### src/hdl/toll_pkg.sv
package toll_pkg;

    // Tag digits and account balance
    localparam int digit_w   = 4;
    localparam int balance_w = 4;

    // Lane queues
    localparam int lane_num = 6;
    localparam int count_w  = 3;
    localparam logic [count_w-1:0] count_max = count_w'(7);

    // Lanes are numbered 1 to 6, zero means no lane assigned
    localparam int lane_w = 3;
    localparam logic [lane_w-1:0] lane_none  = lane_w'(0);
    localparam logic [lane_w-1:0] lane_truck = lane_w'(1);
    localparam logic [lane_w-1:0] lane_car   = lane_w'(3);
    localparam logic [lane_w-1:0] lane_bike  = lane_w'(5);

    localparam logic [balance_w-1:0] toll_truck = balance_w'(5);
    localparam logic [balance_w-1:0] toll_car   = balance_w'(4);
    localparam logic [balance_w-1:0] toll_bike  = balance_w'(2);

    // Code 3 is not a vehicle
    typedef enum logic [1:0] {
        type_truck = 2'd0,
        type_car   = 2'd1,
        type_bike  = 2'd2
    } vehicle_type_e;

    typedef enum logic [1:0] {
        dec_admit   = 2'd0,
        dec_decline = 2'd1,
        dec_cash    = 2'd2
    } decision_e;

    // Element 0 holds the queue of lane 1
    typedef logic [lane_num-1:0][count_w-1:0] lane_counts_t;

endpackage

### src/hdl/lane_selector.sv
`timescale 1ns/1ps

module lane_selector import toll_pkg::*; (
    input  logic                clk,
    input  logic                reset,
    input  logic                vehicle_valid,
    input  vehicle_type_e       vehicle_type,
    input  lane_counts_t        lane_counts,
    output logic [lane_w-1:0]   lane_pick
);

    logic [lane_w-1:0]  first_lane;
    logic [count_w-1:0] count_first;
    logic [count_w-1:0] count_second;
    logic [lane_w-1:0]  next_pick;

    // Each type owns two neighbouring lanes
    always_comb begin
        first_lane   = lane_none;
        count_first  = '0;
        count_second = '0;
        case (vehicle_type)
            type_truck: begin
                first_lane   = lane_truck;
                count_first  = lane_counts[0];
                count_second = lane_counts[1];
            end
            type_car: begin
                first_lane   = lane_car;
                count_first  = lane_counts[2];
                count_second = lane_counts[3];
            end
            type_bike: begin
                first_lane   = lane_bike;
                count_first  = lane_counts[4];
                count_second = lane_counts[5];
            end
            default: begin
                first_lane = lane_none;
            end
        endcase
    end

    // Tie goes to the lower-numbered lane
    always_comb begin
        if (first_lane == lane_none) begin
            next_pick = lane_none;
        end else if (count_second < count_first) begin
            next_pick = first_lane + lane_w'(1);
        end else begin
            next_pick = first_lane;
        end
    end

    always_ff @(posedge clk) begin
        if (reset) begin
            lane_pick <= lane_none;
        end else if (vehicle_valid) begin
            lane_pick <= next_pick;
        end
    end

endmodule

### src/hdl/tag_checker.sv
`timescale 1ns/1ps

module tag_checker import toll_pkg::*; (
    input  logic               clk,
    input  logic               reset,
    input  logic               vehicle_valid,
    input  logic [digit_w-1:0] tag_a,
    input  logic [digit_w-1:0] tag_b,
    input  logic [digit_w-1:0] tag_c,
    input  logic [digit_w-1:0] tag_d,
    output logic               tag_done,
    output logic               tag_ok
);

    // Luhn doubling, a double above 9 loses 9
    function automatic logic [digit_w-1:0] luhn_double(input logic [digit_w-1:0] digit);
        logic [digit_w:0] twice;
        twice = {digit, 1'b0};
        if (twice > 5'd9) begin
            twice = twice - 5'd9;
        end
        return twice[digit_w-1:0];
    endfunction

    logic       digits_bcd;
    logic [5:0] digit_sum;
    logic       sum_ok;

    assign digits_bcd = (tag_a <= 4'd9) && (tag_b <= 4'd9) &&
                        (tag_c <= 4'd9) && (tag_d <= 4'd9);

    // Digits 0 and 2 are doubled, 1 and 3 count as read
    assign digit_sum = 6'(luhn_double(tag_a)) + 6'(tag_b) +
                       6'(luhn_double(tag_c)) + 6'(tag_d);

    // Sum never exceeds 36 for BCD digits
    assign sum_ok = (digit_sum == 6'd0)  || (digit_sum == 6'd10) ||
                    (digit_sum == 6'd20) || (digit_sum == 6'd30);

    always_ff @(posedge clk) begin
        if (reset) begin
            tag_done <= 1'b0;
        end else begin
            tag_done <= vehicle_valid;
        end
    end

    always_ff @(posedge clk) begin
        if (vehicle_valid) begin
            tag_ok <= digits_bcd && sum_ok;
        end
    end

endmodule

### src/hdl/toll_gate.sv
`timescale 1ns/1ps

module toll_gate import toll_pkg::*; (
    input  logic                 clk,
    input  logic                 reset,
    input  logic                 tag_done,
    input  logic                 tag_ok,
    input  logic [lane_w-1:0]    lane_pick,
    input  vehicle_type_e        vehicle_type,
    input  logic [balance_w-1:0] balance,
    input  logic [lane_num-1:0]  lane_leave,
    output logic                 decision_valid,
    output decision_e            decision,
    output logic [lane_w-1:0]    lane,
    output lane_counts_t         lane_counts
);

    logic [balance_w-1:0] toll;
    logic                 toll_known;
    decision_e            next_decision;
    logic                 admit;
    logic [lane_num-1:0]  admit_lane;

    always_comb begin
        toll       = toll_truck;
        toll_known = 1'b1;
        case (vehicle_type)
            type_truck: toll = toll_truck;
            type_car:   toll = toll_car;
            type_bike:  toll = toll_bike;
            default:    toll_known = 1'b0;
        endcase
    end

    // Bad tags pay cash whatever the balance
    always_comb begin
        if (!tag_ok) begin
            next_decision = dec_cash;
        end else if (toll_known && (balance >= toll) && (lane_pick != lane_none)) begin
            next_decision = dec_admit;
        end else begin
            next_decision = dec_decline;
        end
    end

    assign admit = tag_done && (next_decision == dec_admit);

    always_comb begin
        for (int i = 0; i < lane_num; i++) begin
            admit_lane[i] = admit && (lane_pick == lane_w'(i + 1));
        end
    end

    always_ff @(posedge clk) begin
        if (reset) begin
            decision_valid <= 1'b0;
            decision       <= dec_cash;
            lane           <= lane_none;
        end else begin
            decision_valid <= tag_done;
            if (tag_done) begin
                decision <= next_decision;
                lane     <= (next_decision == dec_admit) ? lane_pick : lane_none;
            end
        end
    end

    // Admit and leave on the same lane cancel out
    always_ff @(posedge clk) begin
        if (reset) begin
            lane_counts <= '0;
        end else begin
            for (int i = 0; i < lane_num; i++) begin
                if (admit_lane[i] && !lane_leave[i] && (lane_counts[i] != count_max)) begin
                    lane_counts[i] <= lane_counts[i] + count_w'(1);
                end else if (lane_leave[i] && !admit_lane[i] && (lane_counts[i] != '0)) begin
                    lane_counts[i] <= lane_counts[i] - count_w'(1);
                end
            end
        end
    end

endmodule

### src/hdl/toll_plaza.sv
`timescale 1ns/1ps

module toll_plaza import toll_pkg::*; (
    input  logic                 clk,
    input  logic                 reset,
    input  logic                 vehicle_valid,
    input  logic [digit_w-1:0]   tag_a,
    input  logic [digit_w-1:0]   tag_b,
    input  logic [digit_w-1:0]   tag_c,
    input  logic [digit_w-1:0]   tag_d,
    input  vehicle_type_e        vehicle_type,
    input  logic [balance_w-1:0] balance,
    input  logic [lane_num-1:0]  lane_leave,
    output logic                 decision_valid,
    output decision_e            decision,
    output logic [lane_w-1:0]    lane,
    output lane_counts_t         lane_counts
);

    logic                 tag_done;
    logic                 tag_ok;
    logic [lane_w-1:0]    lane_pick;
    vehicle_type_e        vehicle_type_q;
    logic [balance_w-1:0] balance_q;

    // Line up type and balance with the tag and lane results
    always_ff @(posedge clk) begin
        vehicle_type_q <= vehicle_type;
        balance_q      <= balance;
    end

    tag_checker u_tag (
        .clk           (clk),
        .reset         (reset),
        .vehicle_valid (vehicle_valid),
        .tag_a         (tag_a),
        .tag_b         (tag_b),
        .tag_c         (tag_c),
        .tag_d         (tag_d),
        .tag_done      (tag_done),
        .tag_ok        (tag_ok)
    );

    lane_selector u_lane (
        .clk           (clk),
        .reset         (reset),
        .vehicle_valid (vehicle_valid),
        .vehicle_type  (vehicle_type),
        .lane_counts   (lane_counts),
        .lane_pick     (lane_pick)
    );

    toll_gate u_gate (
        .clk            (clk),
        .reset          (reset),
        .tag_done       (tag_done),
        .tag_ok         (tag_ok),
        .lane_pick      (lane_pick),
        .vehicle_type   (vehicle_type_q),
        .balance        (balance_q),
        .lane_leave     (lane_leave),
        .decision_valid (decision_valid),
        .decision       (decision),
        .lane           (lane),
        .lane_counts    (lane_counts)
    );

endmodule

### config.mk
export PLATFORM = sky130hd
export DESIGN_NAME = toll_plaza
export DESIGN_NICKNAME = d
export VERILOG_FILES = /design/src/hdl/toll_pkg.sv /design/src/hdl/lane_selector.sv /design/src/hdl/tag_checker.sv /design/src/hdl/toll_gate.sv /design/src/hdl/toll_plaza.sv
export SDC_FILE = /design/constraint.sdc
export NUM_CORES = 1
export LEC_CHECK = 0
export BUFFER_PORTS_ARGS = -buffer_cell sky130_fd_sc_hd__buf_2
export CAP_MARGIN = 20
export CORE_MARGIN = 5
export CORE_UTILIZATION = 45
export CTS_CLUSTER_SIZE = 8
export DETAILED_ROUTE_END_ITERATION = 8
export PLACE_DENSITY_LB_ADDON = 0.3
export SLEW_MARGIN = 10
export SYNTH_ARGS = -nofsm -noshare
export SYNTH_HDL_FRONTEND = slang
export SYNTH_SLANG_ARGS = --single-unit
### constraint.sdc
create_clock -name clk -period 11.1 [get_ports clk]
set_clock_uncertainty 0.05 [all_clocks]
set_input_delay 1.11 -clock clk [delete_from_list [all_inputs] [get_ports clk]]
set_output_delay 1.11 -clock clk [all_outputs]
set_load 0.03 [all_outputs]
Word-level counts from Yosys, hierarchy flattened
Index checks and enable logic that the tools add are counted.
{ "op_classes": {"eq_ne": 19, "magnitude_cmp": 8, "n_mux": 24, "n_reduce_logical": 71, "n_addsub": 18} }
{ "ops": {"columns": ["cell", "n"], "rows": [
  ["two-way mux 3 bit", 15],
  ["logical AND 1 bit", 37],
  ["case mux 3 bit (3 select lines)", 3],
  ["adder 3 x 1 -> 3 bit (second input constant)", 7],
  ["nonzero test 3 bit", 7],
  ["inequality test 3 bit (second input constant)", 6],
  ["subtractor 3 x 1 -> 3 bit (second input constant)", 6],
  ["<= comparator 4 bit (second input constant)", 4],
  ["adder 6 x 4 -> 6 bit", 2],
  ["== test 6 x 5 -> 1 bit (second input constant)", 2],
  ["logical NOT 1 bit", 12],
  ["nonzero test 2 bit", 6],
  ["> comparator 5 x 4 -> 1 bit (second input constant)", 2],
  ["== test 3 bit (second input constant)", 3],
  ["two-way mux 4 bit", 2],
  ["subtractor 4 bit (second input constant)", 2],
  ["== test 3 x 2 -> 1 bit (second input constant)", 2],
  ["== test 6 x 4 -> 1 bit (second input constant)", 1],
  ["logical NOT 2 bit", 3],
  ["logical NOT 6 bit", 1],
  ["case mux 3 bit (2 select lines)", 1],
  ["adder 4 x 4 -> 5 bit", 1],
  ["== test 2 x 1 -> 1 bit (second input constant)", 2],
  ["== test 2 bit (second input constant)", 2],
  ["8 further kinds", 11]
]} }
{ "totals": {"wordCells": 154, "input_bits": 31, "ff_bits": 35, "output_inout_bits": 24} }

Logic depth before layout (Yosys ltp)
Gate-level depths: netlist of run 1.
{ "depth": {"depth_word": 15, "mapped_depth": 16, "depth_no_buf": 16} }

Modules after synthesis
A second synthesis of run 1 with hierarchy kept.
{ "hier_totals": {"hier_cells": 280, "hier_area_um2": 2625.0} }
{ "modules_own_cells": {"columns": ["mod", "area_each_um2", "seq_area_each_um2", "instances", "cells_per_inst"], "rows": [
  ["toll_gate", 1595.3, 480.5, 1, 178],
  ["tag_checker", 541.8, 50.0, 1, 56],
  ["lane_selector", 367.9, 60.1, 1, 40],
  ["toll_plaza", 120.1, 120.1, 1, 6]
]} }

Worst setup path after synthesis of run 1
OpenSTA, ideal clock, no wires.
{ "synth_path": {"path_kind": "input port to flip-flop", "from": "in tag_a[1]", "to": "reg u_tag.tag_ok (data pin)", "path_stages": 15, "path_buffers": 0, "setup_ps": 257, "setup_slack_ps": 6798, "t_arrival_ps": 3995, "required_time_ps": 10793, "cell_sequence": "inv_1 ha_1 inv_1 a21oi_1 inv_1 ha_1 fa_1 inv_1 fa_1 inv_1 ha_1 fa_1 xor2_1 xnor2_1 nor4_1"} }
{ "synth_via": {"elab_chain_cells": 10} }
{ "synth_rtl": {"columns": ["item", "line_no", "text"], "rows": [
  ["start, declared", "toll_plaza.sv:7", "input logic [digit_w-1:0] tag_a,"],
  ["subtractor 4 bit / > comparator 5 x 4 -> 1 bit (equally long branches)", "tag_checker.sv:20, tag_checker.sv:19", null],
  ["two-way mux 4 bit", "tag_checker.sv:19", "if (twice > 5'd9) begin"],
  ["adder 4 x 4 -> 5 bit", "tag_checker.sv:33", "assign digit_sum = 6'(luhn_double(tag_a)) + 6'(tag_b) +"],
  ["adder 6 x 4 -> 6 bit", "tag_checker.sv:33", null],
  ["adder 6 x 4 -> 6 bit", "tag_checker.sv:34", "6'(luhn_double(tag_c)) + 6'(tag_d);"],
  ["== test 6 x 4 -> 1 bit / logical NOT 6 bit (equally long branches)", "tag_checker.sv:37", "assign sum_ok = (digit_sum == 6'd0) || (digit_sum == 6'd10) ||"],
  ["logical OR 1 bit (2 in series)", "tag_checker.sv:37", null],
  ["logical OR 1 bit", "tag_checker.sv:38", "(digit_sum == 6'd20) || (digit_sum == 6'd30);"],
  ["logical AND 1 bit *", "tag_checker.sv:50", "tag_ok <= digits_bcd && sum_ok;"],
  ["end signal, assigned", "tag_checker.sv:50", null],
  ["end, declared", "tag_checker.sv:12", "output logic tag_ok"]
]} }
Mark *: on every way between the ends. The rest lies on a longest branch, timed or not.
A chain may end at the register's enable or synchronous reset.

Final worst setup path of run 1
Ends and elaborated chain as after synthesis.

==> results of run 1 <==
[registers in the layout, indices dropped and copies added, names as in the netlist]
register and count:
u_lane.lane_pick 3, u_gate.decision 2, u_tag.tag_done 1, u_tag.tag_ok 1
u_gate.lane 3, vehicle_type_q 2, u_gate.lane_counts 18, u_gate.decision_valid 1
balance_q 4
[placed cells by master, fill, tap and decap left out, drive strengths merged, types with 13 or more instances in the layout]
cell | synthesis | routed
dfxtp | 34 | 34
nor2b | 14 | 14
ha | 25 | 25
mux2i | 14 | 14
nor2 | 22 | 22
buf | 3 | 54
inv | 34 | 34
a21oi | 13 | 13
o21ai | 14 | 14
nand2 | 17 | 17
[final timing paths]
| kind | startpoint | endpoint | cells after the start |
|---|---|---|---|
| worst max register to register | vehicle_type_q[0]$_DFF_P_ | u_gate.lane_counts[14]$_SDFFE_PP0P_ | 12 |
| worst max-delay path | tag_a[1] | u_tag.tag_ok$_DFFE_PP_ | 17 |
| worst min register to register | u_gate.decision[0]$_SDFFE_PP0P_ | u_gate.decision[0]$_SDFFE_PP0P_ | 2 |
| worst min-delay path | u_gate.decision[0]$_SDFFE_PP0P_ | u_gate.decision[0]$_SDFFE_PP0P_ | 2 |
[where the power goes]
| part | leakage, nW | switching (mW) | total, mW | internal, mW |
|---|---|---|---|---|
| Combinational | 1.15 | 0.178 | 0.329 | 0.151 |
| Sequential | 0.289 | 0.0572 | 0.217 | 0.160 |
| Clock | 0.0626 | 0.0496 | 0.130 | 0.0805 |
| Total | 1.50 | 0.285 | 0.676 | 0.391 |
[layout make-up]
| class | instances | area [um^2] | share of cell area |
|---|---|---|---|
| Clock inverter | 2 | 37.5 | 0.0121 |
| Sequential cell | 35 | 711 | 0.229 |
| Multi-Input combinational cell | 220 | 1770 | 0.570 |
| Clock buffer | 6 | 93.8 | 0.0303 |
| Timing Repair Buffer | 54 | 270 | 0.0871 |
| Inverter | 34 | 128 | 0.0411 |
| Tap cell | 75 | 93.8 | 0.0303 |
[through the flow]
step	area, um^2	utilization	cells	worst slack [ps]	power (mW)
after floorplan	2640	-	296	6800	0.466
after global placement	2970	0.511	418	6600	0.535
after detailed placement	2970	0.511	418	6430	0.552
after CTS	3100	0.533	426	6740	0.684
after global routing	3100	0.533	426	6420	0.735
final	3100	0.533	426	6740	0.676
[cells by family (layout without fill, tap and decap cells)]
kind of cell | after synthesis | in the layout | synth area share
compound gates | 59 | 59 | 0.154
simple gates | 92 | 92 | 0.184
xor+xnor | 8 | 8 | 0.0265
buf+inv | 41 | 96 | 0.0616
mux | 24 | 24 | 0.0957
flops | 35 | 35 | 0.269
fa+ha+maj | 37 | 37 | 0.209
[cells in the mapped netlist (2+ instances only)]
cell      number
nor4_1         2
a22o_1         3
clkbuf_1       4
nor3_1         6
nor2b_1       14
nor2_1        22
xnor2_1        7
nand2b_1       9
nand2_1       17
o41ai_1        3
o21ai_2        2
a21oi_1       13
o31ai_1        4
nand3_1        4
mux2_1         2
o31a_1         2
and3_1         3
mux2i_1       14
ha_1          25
or3b_1         2
o21ai_0       12
mux2_2         8
or2_2          2
fa_1          12
a31oi_1        6
a222oi_1       5
nor3b_1        5
a21o_1         5
dfxtp_1       34
inv_1         34
buf_4          2
[worst register-to-register path, delay by kind of cell (launching register included)]
kind / cells / cell delay, ps
AOI/OAI and AO/OA: 1 / 350
adders and majority gates: 3 / 930
buffers and inverters: 2 / 160
DFF: 1 / 340
muxes: 2 / 490
and+or+nand+nor: 4 / 580
[metal layers]
metal | GRT usage | routed length [um]
met1 | 0.196 | 2430
met2 | 0.276 | 2680
met3 | 0.0361 | 356
met4 | 0.0538 | 68
met5 | 0 | 0
==> flow_summary.toml, run 1 <==
[global_routing]
grt_pass1_wl_mm = 9.76
antenna_found_initial = 0
track_usage = 0.160
grt_pass1_vias = 2221
grt_max_degree = 42
overflow = 0

[critical_path]
arrival_ps = 4410
crit_chain = "buf_2 -> inv_1 -> ha_1 -> inv_1 -> a21oi_1 -> inv_1 -> ha_1 -> fa_1 -> inv_1 -> fa_1 -> inv_1 -> ha_1 -> fa_1 -> a21o_1 -> nand2_1 -> nand3_1 -> nor4_1"
cp-start-kind = "primary input"
r2r_slack_ps = 8090
required_ps = 11150
worst-path-max-fanout = 4
path_buf_inv = 6
crit_path_frequent_cell = "inv_1"
crit_family = "adder cells"
max_stage_delay_ps = 480
crit_slowest_cell = "fa_1"
cp-end-kind = "register"
crit_type = "in2reg"

[hold_path]
hold_class = "reg2reg"

[yosys]
yosysTopAreaCell = "dfxtp_1"
syn-cell-area_um2 = 2640
ys_warn_count = 0
synth-seq-area-share = 0.269
synth_top_cells_by_area = "dfxtp_1, ha_1, fa_1"
synth.distinct_cells = 44
synth_top_area_frac = 0.258
yosys_most_used_dff = "dfxtp_1"
ys_ff_latch = 35
synthCells = 296
syn_nets = 364
avgSynthCellArea_um2 = 8.92
synthArstFlopShare = 0
synth_edf_count = 1

[clock_tree]
cts_root_buffer = "clkbuf_8"
clkLatencyLatePin_ps = 290
ctsResizeCount = 0
post_cts_buffers = 0
clkTransAtPathRegs_ps = 80
cts.sinks = 35
cts_tree = "done"
cts_buffers = 5
htreeDepth = 2
hold_buffers = 0
cts.path.max_buffers = 2

[final_layout]
drive_gt1_frac = 0.219
finalNetCount = 418
syn_to_final_growth_pct = 17.4
n_antenna_cell = 0
fillers = 585

[power]
p_leak_nw = 1.50
ir_worst_vdd_uv = 121
p_per_area_nw_per_um2 = 218

[routing]
avgRoutedWirePerCell_um = 13.0
detail_route.vias_per_cell = 5.27
first_pass_iters = 6
routed_wl_mm = 5.53
final_antenna_net_count = 0
route.detailed.drc = 0
vias = 2244
drt-initial-drc-count = 114

[job]
cap_violations = 0

[sta]
fin_hold_ws_ps = 411
hold_viol = 0
relSlewSlack = 0.548
setup_viol = 0
tightest_slew_ps = 678
post-route-period-util = 0.393
rsz0062_at_grt = "false"
slew_viol_final = 0
finalSetupTns_ps = 0
max_freq_mhz = 229
layout_min_cycle_time_ps = 4360

[die]
row_count = 28
die_y_um = 86.6
initial_core_util = 0.454
die_width_um = 86.6
fp.coreArea_um2 = 5820
die_area_um2 = 7500
ios = 55

[placement]
place.gp.congestion = 0.810
port-buffer-count = 54
dp_hpwl_mm = 4.44

[run_status]
status = "complete, no violations"
No activity file was read; power rests on OpenSTA's default activity.
==> run 2, diff against run 1 <==
==> constraint.sdc (replaced) <==
create_clock -name clk -period 4 [get_ports clk]
set_clock_uncertainty 0.05 [all_clocks]
set_input_delay 0.4 -clock clk [delete_from_list [all_inputs] [get_ports clk]]
set_output_delay 0.4 -clock clk [all_outputs]
set_load 0.03 [all_outputs]
==> run 2 against run 1 <==
Count of clock-buffer cells in the layout down 1. Global-route usage shrank 0.22 points. Critical endpoint unchanged. Highest routed layer unchanged. Clock power rose by 91%.
==> flow_summary.toml, run 2 (synthesized netlist as in run 1, its figures left out) <==
[final_layout]
top_regs = "u_gate.lane_counts x18, balance_q x4"
final_cell_mix = "buf_2, inv_1, dfxtp_1"
stdcell_area_um2 = 3060
n_antenna_cell = 0
drive_gt1_frac = 0.222
top_register = "u_gate.lane_counts"
syn_to_final_growth_pct = 15.9
finalNetCount = 419
layout_commonest_cell = "buf_2"
largest_register_ffs = 18
instances_no_fill = 427

[hold_path]
min_path_cells = 1
hold_class = "in2reg"
min_from = "balance[1]"
holdPathEnd = "balance_q[1]$_DFF_P_"

[sta]
tightest_slew_ps = 657
setup_viol = 0
layout_min_cycle_time_ps = 3570
finalSetupTns_ps = 0
fin_hold_ws_ps = 156
max_freq_mhz = 280
rsz0062_at_grt = "false"
post-route-period-util = 0.892
relSlewSlack = 0.562
slew_viol_final = 0
hold_viol = 0

[global_routing]
overflow = 0
track_usage = 0.158
grt_pass1_wl_mm = 9.54
grt_pass1_vias = 2180
grt_max_degree = 42
antenna_found_initial = 0

[clock_tree]
hold_buffers = 0
htreeDepth = 2
cts_root_buffer = "clkbuf_8"
post_cts_buffers = 0
clkLatencyLatePin_ps = 290
ctsResizeCount = 0
cts_tree = "done"
cts.sinks = 35
cts.path.max_buffers = 2
cts_buffers = 5
clkTransAtPathRegs_ps = 70

[routing]
avgRoutedWirePerCell_um = 12.7
routed_wl_mm = 5.43
final_antenna_net_count = 0
route.detailed.drc = 0
first_pass_iters = 4
drt-initial-drc-count = 101
vias = 2253
detail_route.vias_per_cell = 5.28

[critical_path]
required_ps = 4040
r2r_end = "u_gate.lane_counts[14]$_SDFFE_PP0P_"
ff2ff_path_depth = 12
arrival_ps = 3610
cp-start-kind = "primary input"
r2r_start = "vehicle_type_q[0]$_DFF_P_"
crit_type = "in2reg"
cp-end-kind = "register"
worst-path-max-fanout = 4
r2r_slack_ps = 1010

[placement]
placed_area_um2 = 2980
dpl.cell_count = 419
port-buffer-count = 54
dp_hpwl_mm = 4.33
place.gp.congestion = 0.832

[job]
cap_violations = 0

[die]
ios = 55
die_area_um2 = 7500
die_width_um = 86.6
fp.coreArea_um2 = 5820
row_count = 28
die_y_um = 86.6
initial_core_util = 0.454

[power]
ir_worst_vdd_uv = 341
p_per_area_nw_per_um2 = 576
p_leak_nw = 1.49

[run_status]
status = "complete, no violations"
[run 2: cell types whose count changed in the layout (fill, tap and decap cells not counted)]
cell,previous run,this run
clkinv_2,0,3
buf_4,0,1
bufinv_16,1,0
clkbuf_16,1,0
clkinvlp_4,1,0
[run 2: worst max path at each step]
| stage | startpoint | end | slack, ps | cells after the start |
|---|---|---|---|---|
| after floorplan | tag_a[1] | u_tag.tag_ok$_DFFE_PP_ | 410 | 15 |
| after CTS | tag_a[1] | u_tag.tag_ok$_DFFE_PP_ | 430 | 17 |
| after detailed placement | tag_a[1] | u_tag.tag_ok$_DFFE_PP_ | 130 | 17 |
| after global routing | tag_a[1] | u_tag.tag_ok$_DFFE_PP_ | 210 | 17 |
| after global placement | tag_a[1] | u_tag.tag_ok$_DFFE_PP_ | 320 | 17 |
| final | tag_a[1] | u_tag.tag_ok$_DFFE_PP_ | 430 | 17 |
[run 2: critical path, stage by stage]
cell and delay [ps]:
buf_2 90, inv_1 80, ha_1 210, inv_1 50
a21oi_1 180, buf_4 150, xnor2_1 90, fa_1 510
inv_1 50, fa_1 470, inv_1 40, ha_1 230
fa_1 420, a21o_1 180, nand2_1 60, nand3_1 70
nor4_1 320
[run 2: layout make-up]
class	instances	area (um^2)
fill	580	2750
inverter	34	128
multi-input combinational	220	1770
tap	75	93.8
timing repair buffer	55	278
clock buffer	5	68.8
sequential	35	711
clock inverter	3	15.0
[run 2: metrics by stage]
stage                     utilization  worst slack, ps  total power [mW]
after floorplan                     -              408              1.29
after global placement          0.512              319              1.49
after detailed placement        0.512              129              1.53
after CTS                       0.526              433              1.79
after global routing            0.526              210              1.93
final                           0.526              433              1.76
[run 2: power by group]
group          switching (mW)  internal [mW]
registers               0.156          0.443
logic                   0.498          0.418
clock network           0.129          0.119
[run 2: per-layer routing]
metal / vias up / routed length, um / global-route usage
met5: - / 0 / 0
met4: 0 / 88 / 0.0637
met3: 7 / 254 / 0.0295
met2: 53 / 2650 / 0.261
met1: 1052 / 2440 / 0.202
li1: 1141 / - / -
==> run 3, diff against run 2 <==
--- a/config.mk
+++ b/config.mk
@@ -8,7 +8,7 @@
 export BUFFER_PORTS_ARGS = -buffer_cell sky130_fd_sc_hd__buf_2
 export CAP_MARGIN = 20
 export CORE_MARGIN = 5
-export CORE_UTILIZATION = 45
+export CORE_UTILIZATION = 30
 export CTS_CLUSTER_SIZE = 8
 export DETAILED_ROUTE_END_ITERATION = 8
 export PLACE_DENSITY_LB_ADDON = 0.3
==> run 3 against run 2 <==
Global-route usage shrank 4.8 points. Worst hold slack gained 6.0 ps. Critical endpoint unchanged. Via count shrank 1.8%. Worst setup slack lost 16 ps. Die area grew 44%. Sequential power grew 0.7%. Count of clock-buffer cells in the layout grew 1. Register-to-register slack lost 30 ps. Clock power grew 36%. Final cell count grew 7.7%. Maximum frequency shrank 0.44%. Sequential share of layout area shrank 0.56 points.
==> flow_summary.toml, run 3 (synthesized netlist as in run 1, its figures left out) <==
[final_layout]
largest_register_ffs = 18
top_regs = "u_gate.lane_counts x18, balance_q x4"
final_core_util = 0.363
finalNetCount = 419
syn_to_final_growth_pct = 18.8
fillers = 884
n_antenna_cell = 0
layout_commonest_cell = "buf_2"
top_register = "u_gate.lane_counts"
final_cell_mix = "buf_2, inv_1, dfxtp_1"
stdcell_area_um2 = 3140
drive_gt1_frac = 0.222

[routing]
vias = 2212
routed_wl_mm = 5.83
first_pass_iters = 5
detail_route.vias_per_cell = 4.81
drt-initial-drc-count = 97
route.detailed.drc = 0
final_antenna_net_count = 0
avgRoutedWirePerCell_um = 12.7

[power]
switching_power_mw = 0.782
p_int_mw = 1.06
p_comb_frac = 0.489
p_leak_nw = 1.50
pwr-share-clk = 0.183
seqPwrFrac = 0.328
p_per_area_nw_per_um2 = 587
ir_worst_vdd_uv = 218
swShare = 0.425

[clock_tree]
htreeDepth = 2
cts_buffers = 5
cts_root_buffer = "clkbuf_8"
cts_tree = "done"
ctsResizeCount = 0
cts.path.max_buffers = 2
clkLatencyLatePin_ps = 290
hold_buffers = 0
clkTransAtPathRegs_ps = 80
cts.sinks = 35
post_cts_buffers = 0

[hold_path]
hold_class = "in2reg"

[sta]
max_freq_mhz = 279
rsz0062_at_grt = "false"
layout_min_cycle_time_ps = 3580
setup_viol = 0
finalSetupTns_ps = 0
slew_viol_final = 0
tightest_slew_ps = 705
hold_viol = 0
post-route-period-util = 0.896
relSlewSlack = 0.530

[critical_path]
cp-end-kind = "register"
crit_slowest_cell = "fa_1"
cp-start-kind = "primary input"
crit_type = "in2reg"
required_ps = 4030
worst-path-max-fanout = 4
crit_path_frequent_cell = "inv_1"
r2r_slack_ps = 980
crit_chain = "buf_2 -> inv_1 -> ha_1 -> inv_1 -> a21oi_1 -> buf_4 -> xnor2_1 -> fa_1 -> inv_1 -> fa_1 -> inv_1 -> ha_1 -> fa_1 -> a21o_1 -> nand2_1 -> nand3_1 -> nor4_1"
max_stage_delay_ps = 510
arrival_ps = 3610
crit_family = "adder cells"
path_buf_inv = 6

[die]
die_width_um = 104
die_area_um2 = 10800
die_y_um = 104
ios = 55
initial_core_util = 0.306
fp.coreArea_um2 = 8640
row_count = 34

[placement]
dp_hpwl_mm = 4.62
port-buffer-count = 54
place.gp.congestion = 0.752
placed_area_um2 = 3020

[global_routing]
grt_pass1_vias = 2247
track_usage = 0.110
antenna_found_initial = 0
overflow = 0
grt_max_degree = 42
grt_pass1_wl_mm = 10.1

[run_status]
status = "complete, no violations"

[job]
cap_violations = 0
run 3: cell types whose count changed in the layout (fill, tap and decap cells not counted), sizes merged:
cell,change
clkinv,-2
bufinv,+1
clkbuf,+1
run 3: power groups by stage:
stage | logic (mW) | registers [mW] | clock network (mW)
floorplan | 0.566 | 0.727 | 0
global placement | 0.891 | 0.607 | 0
detailed placement | 0.909 | 0.613 | 0
CTS | 0.916 | 0.606 | 0.349
global route | 1.01 | 0.631 | 0.361
finish | 0.901 | 0.603 | 0.337
run 3: layout make-up:
cell class / count / area (um^2) / area share
inverters: 34 / 128 / 0.0407
clock inverters: 2 / 35.0 / 0.0112
repair buffers: 55 / 278 / 0.0886
clock buffers: 6 / 82.6 / 0.0263
multi-input cells: 220 / 1770 / 0.564
flip-flops and latches: 35 / 711 / 0.227
well taps: 108 / 135 / 0.0431
run 3: through the flow:
step                setup slack (ps)  hold WS (ps)  total power, mW  cells
finish                           417           162             1.84    460
floorplan                        408           378             1.29    296
global placement                 313           398             1.50    452
CTS                              373           154             1.87    460
global route                    97.4           147             2.01    460
detailed placement               161           403             1.52    452
run 3: per-layer routing:
| layer | GRT usage | up-vias | part of all wire |
|---|---|---|---|
| met4 | 0.0305 | 0 | 0.013 |
| li1 | - | 1136 | - |
| met2 | 0.189 | 45 | 0.48 |
| met3 | 0.0286 | 5 | 0.055 |
| met5 | 0 | - | 0 |
| met1 | 0.136 | 1026 | 0.45 |
run 3: path summary, 6_finish.rpt:
kind	endpoint	depth (start not counted)	start
max reg2reg	u_gate.lane_counts[14]$_SDFFE_PP0P_	12	vehicle_type_q[0]$_DFF_P_
min reg2reg	u_gate.decision[0]$_SDFFE_PP0P_	2	u_gate.decision[0]$_SDFFE_PP0P_
min	balance_q[3]$_DFF_P_	1	balance[3]
max	u_tag.tag_ok$_DFFE_PP_	17	tag_a[1]
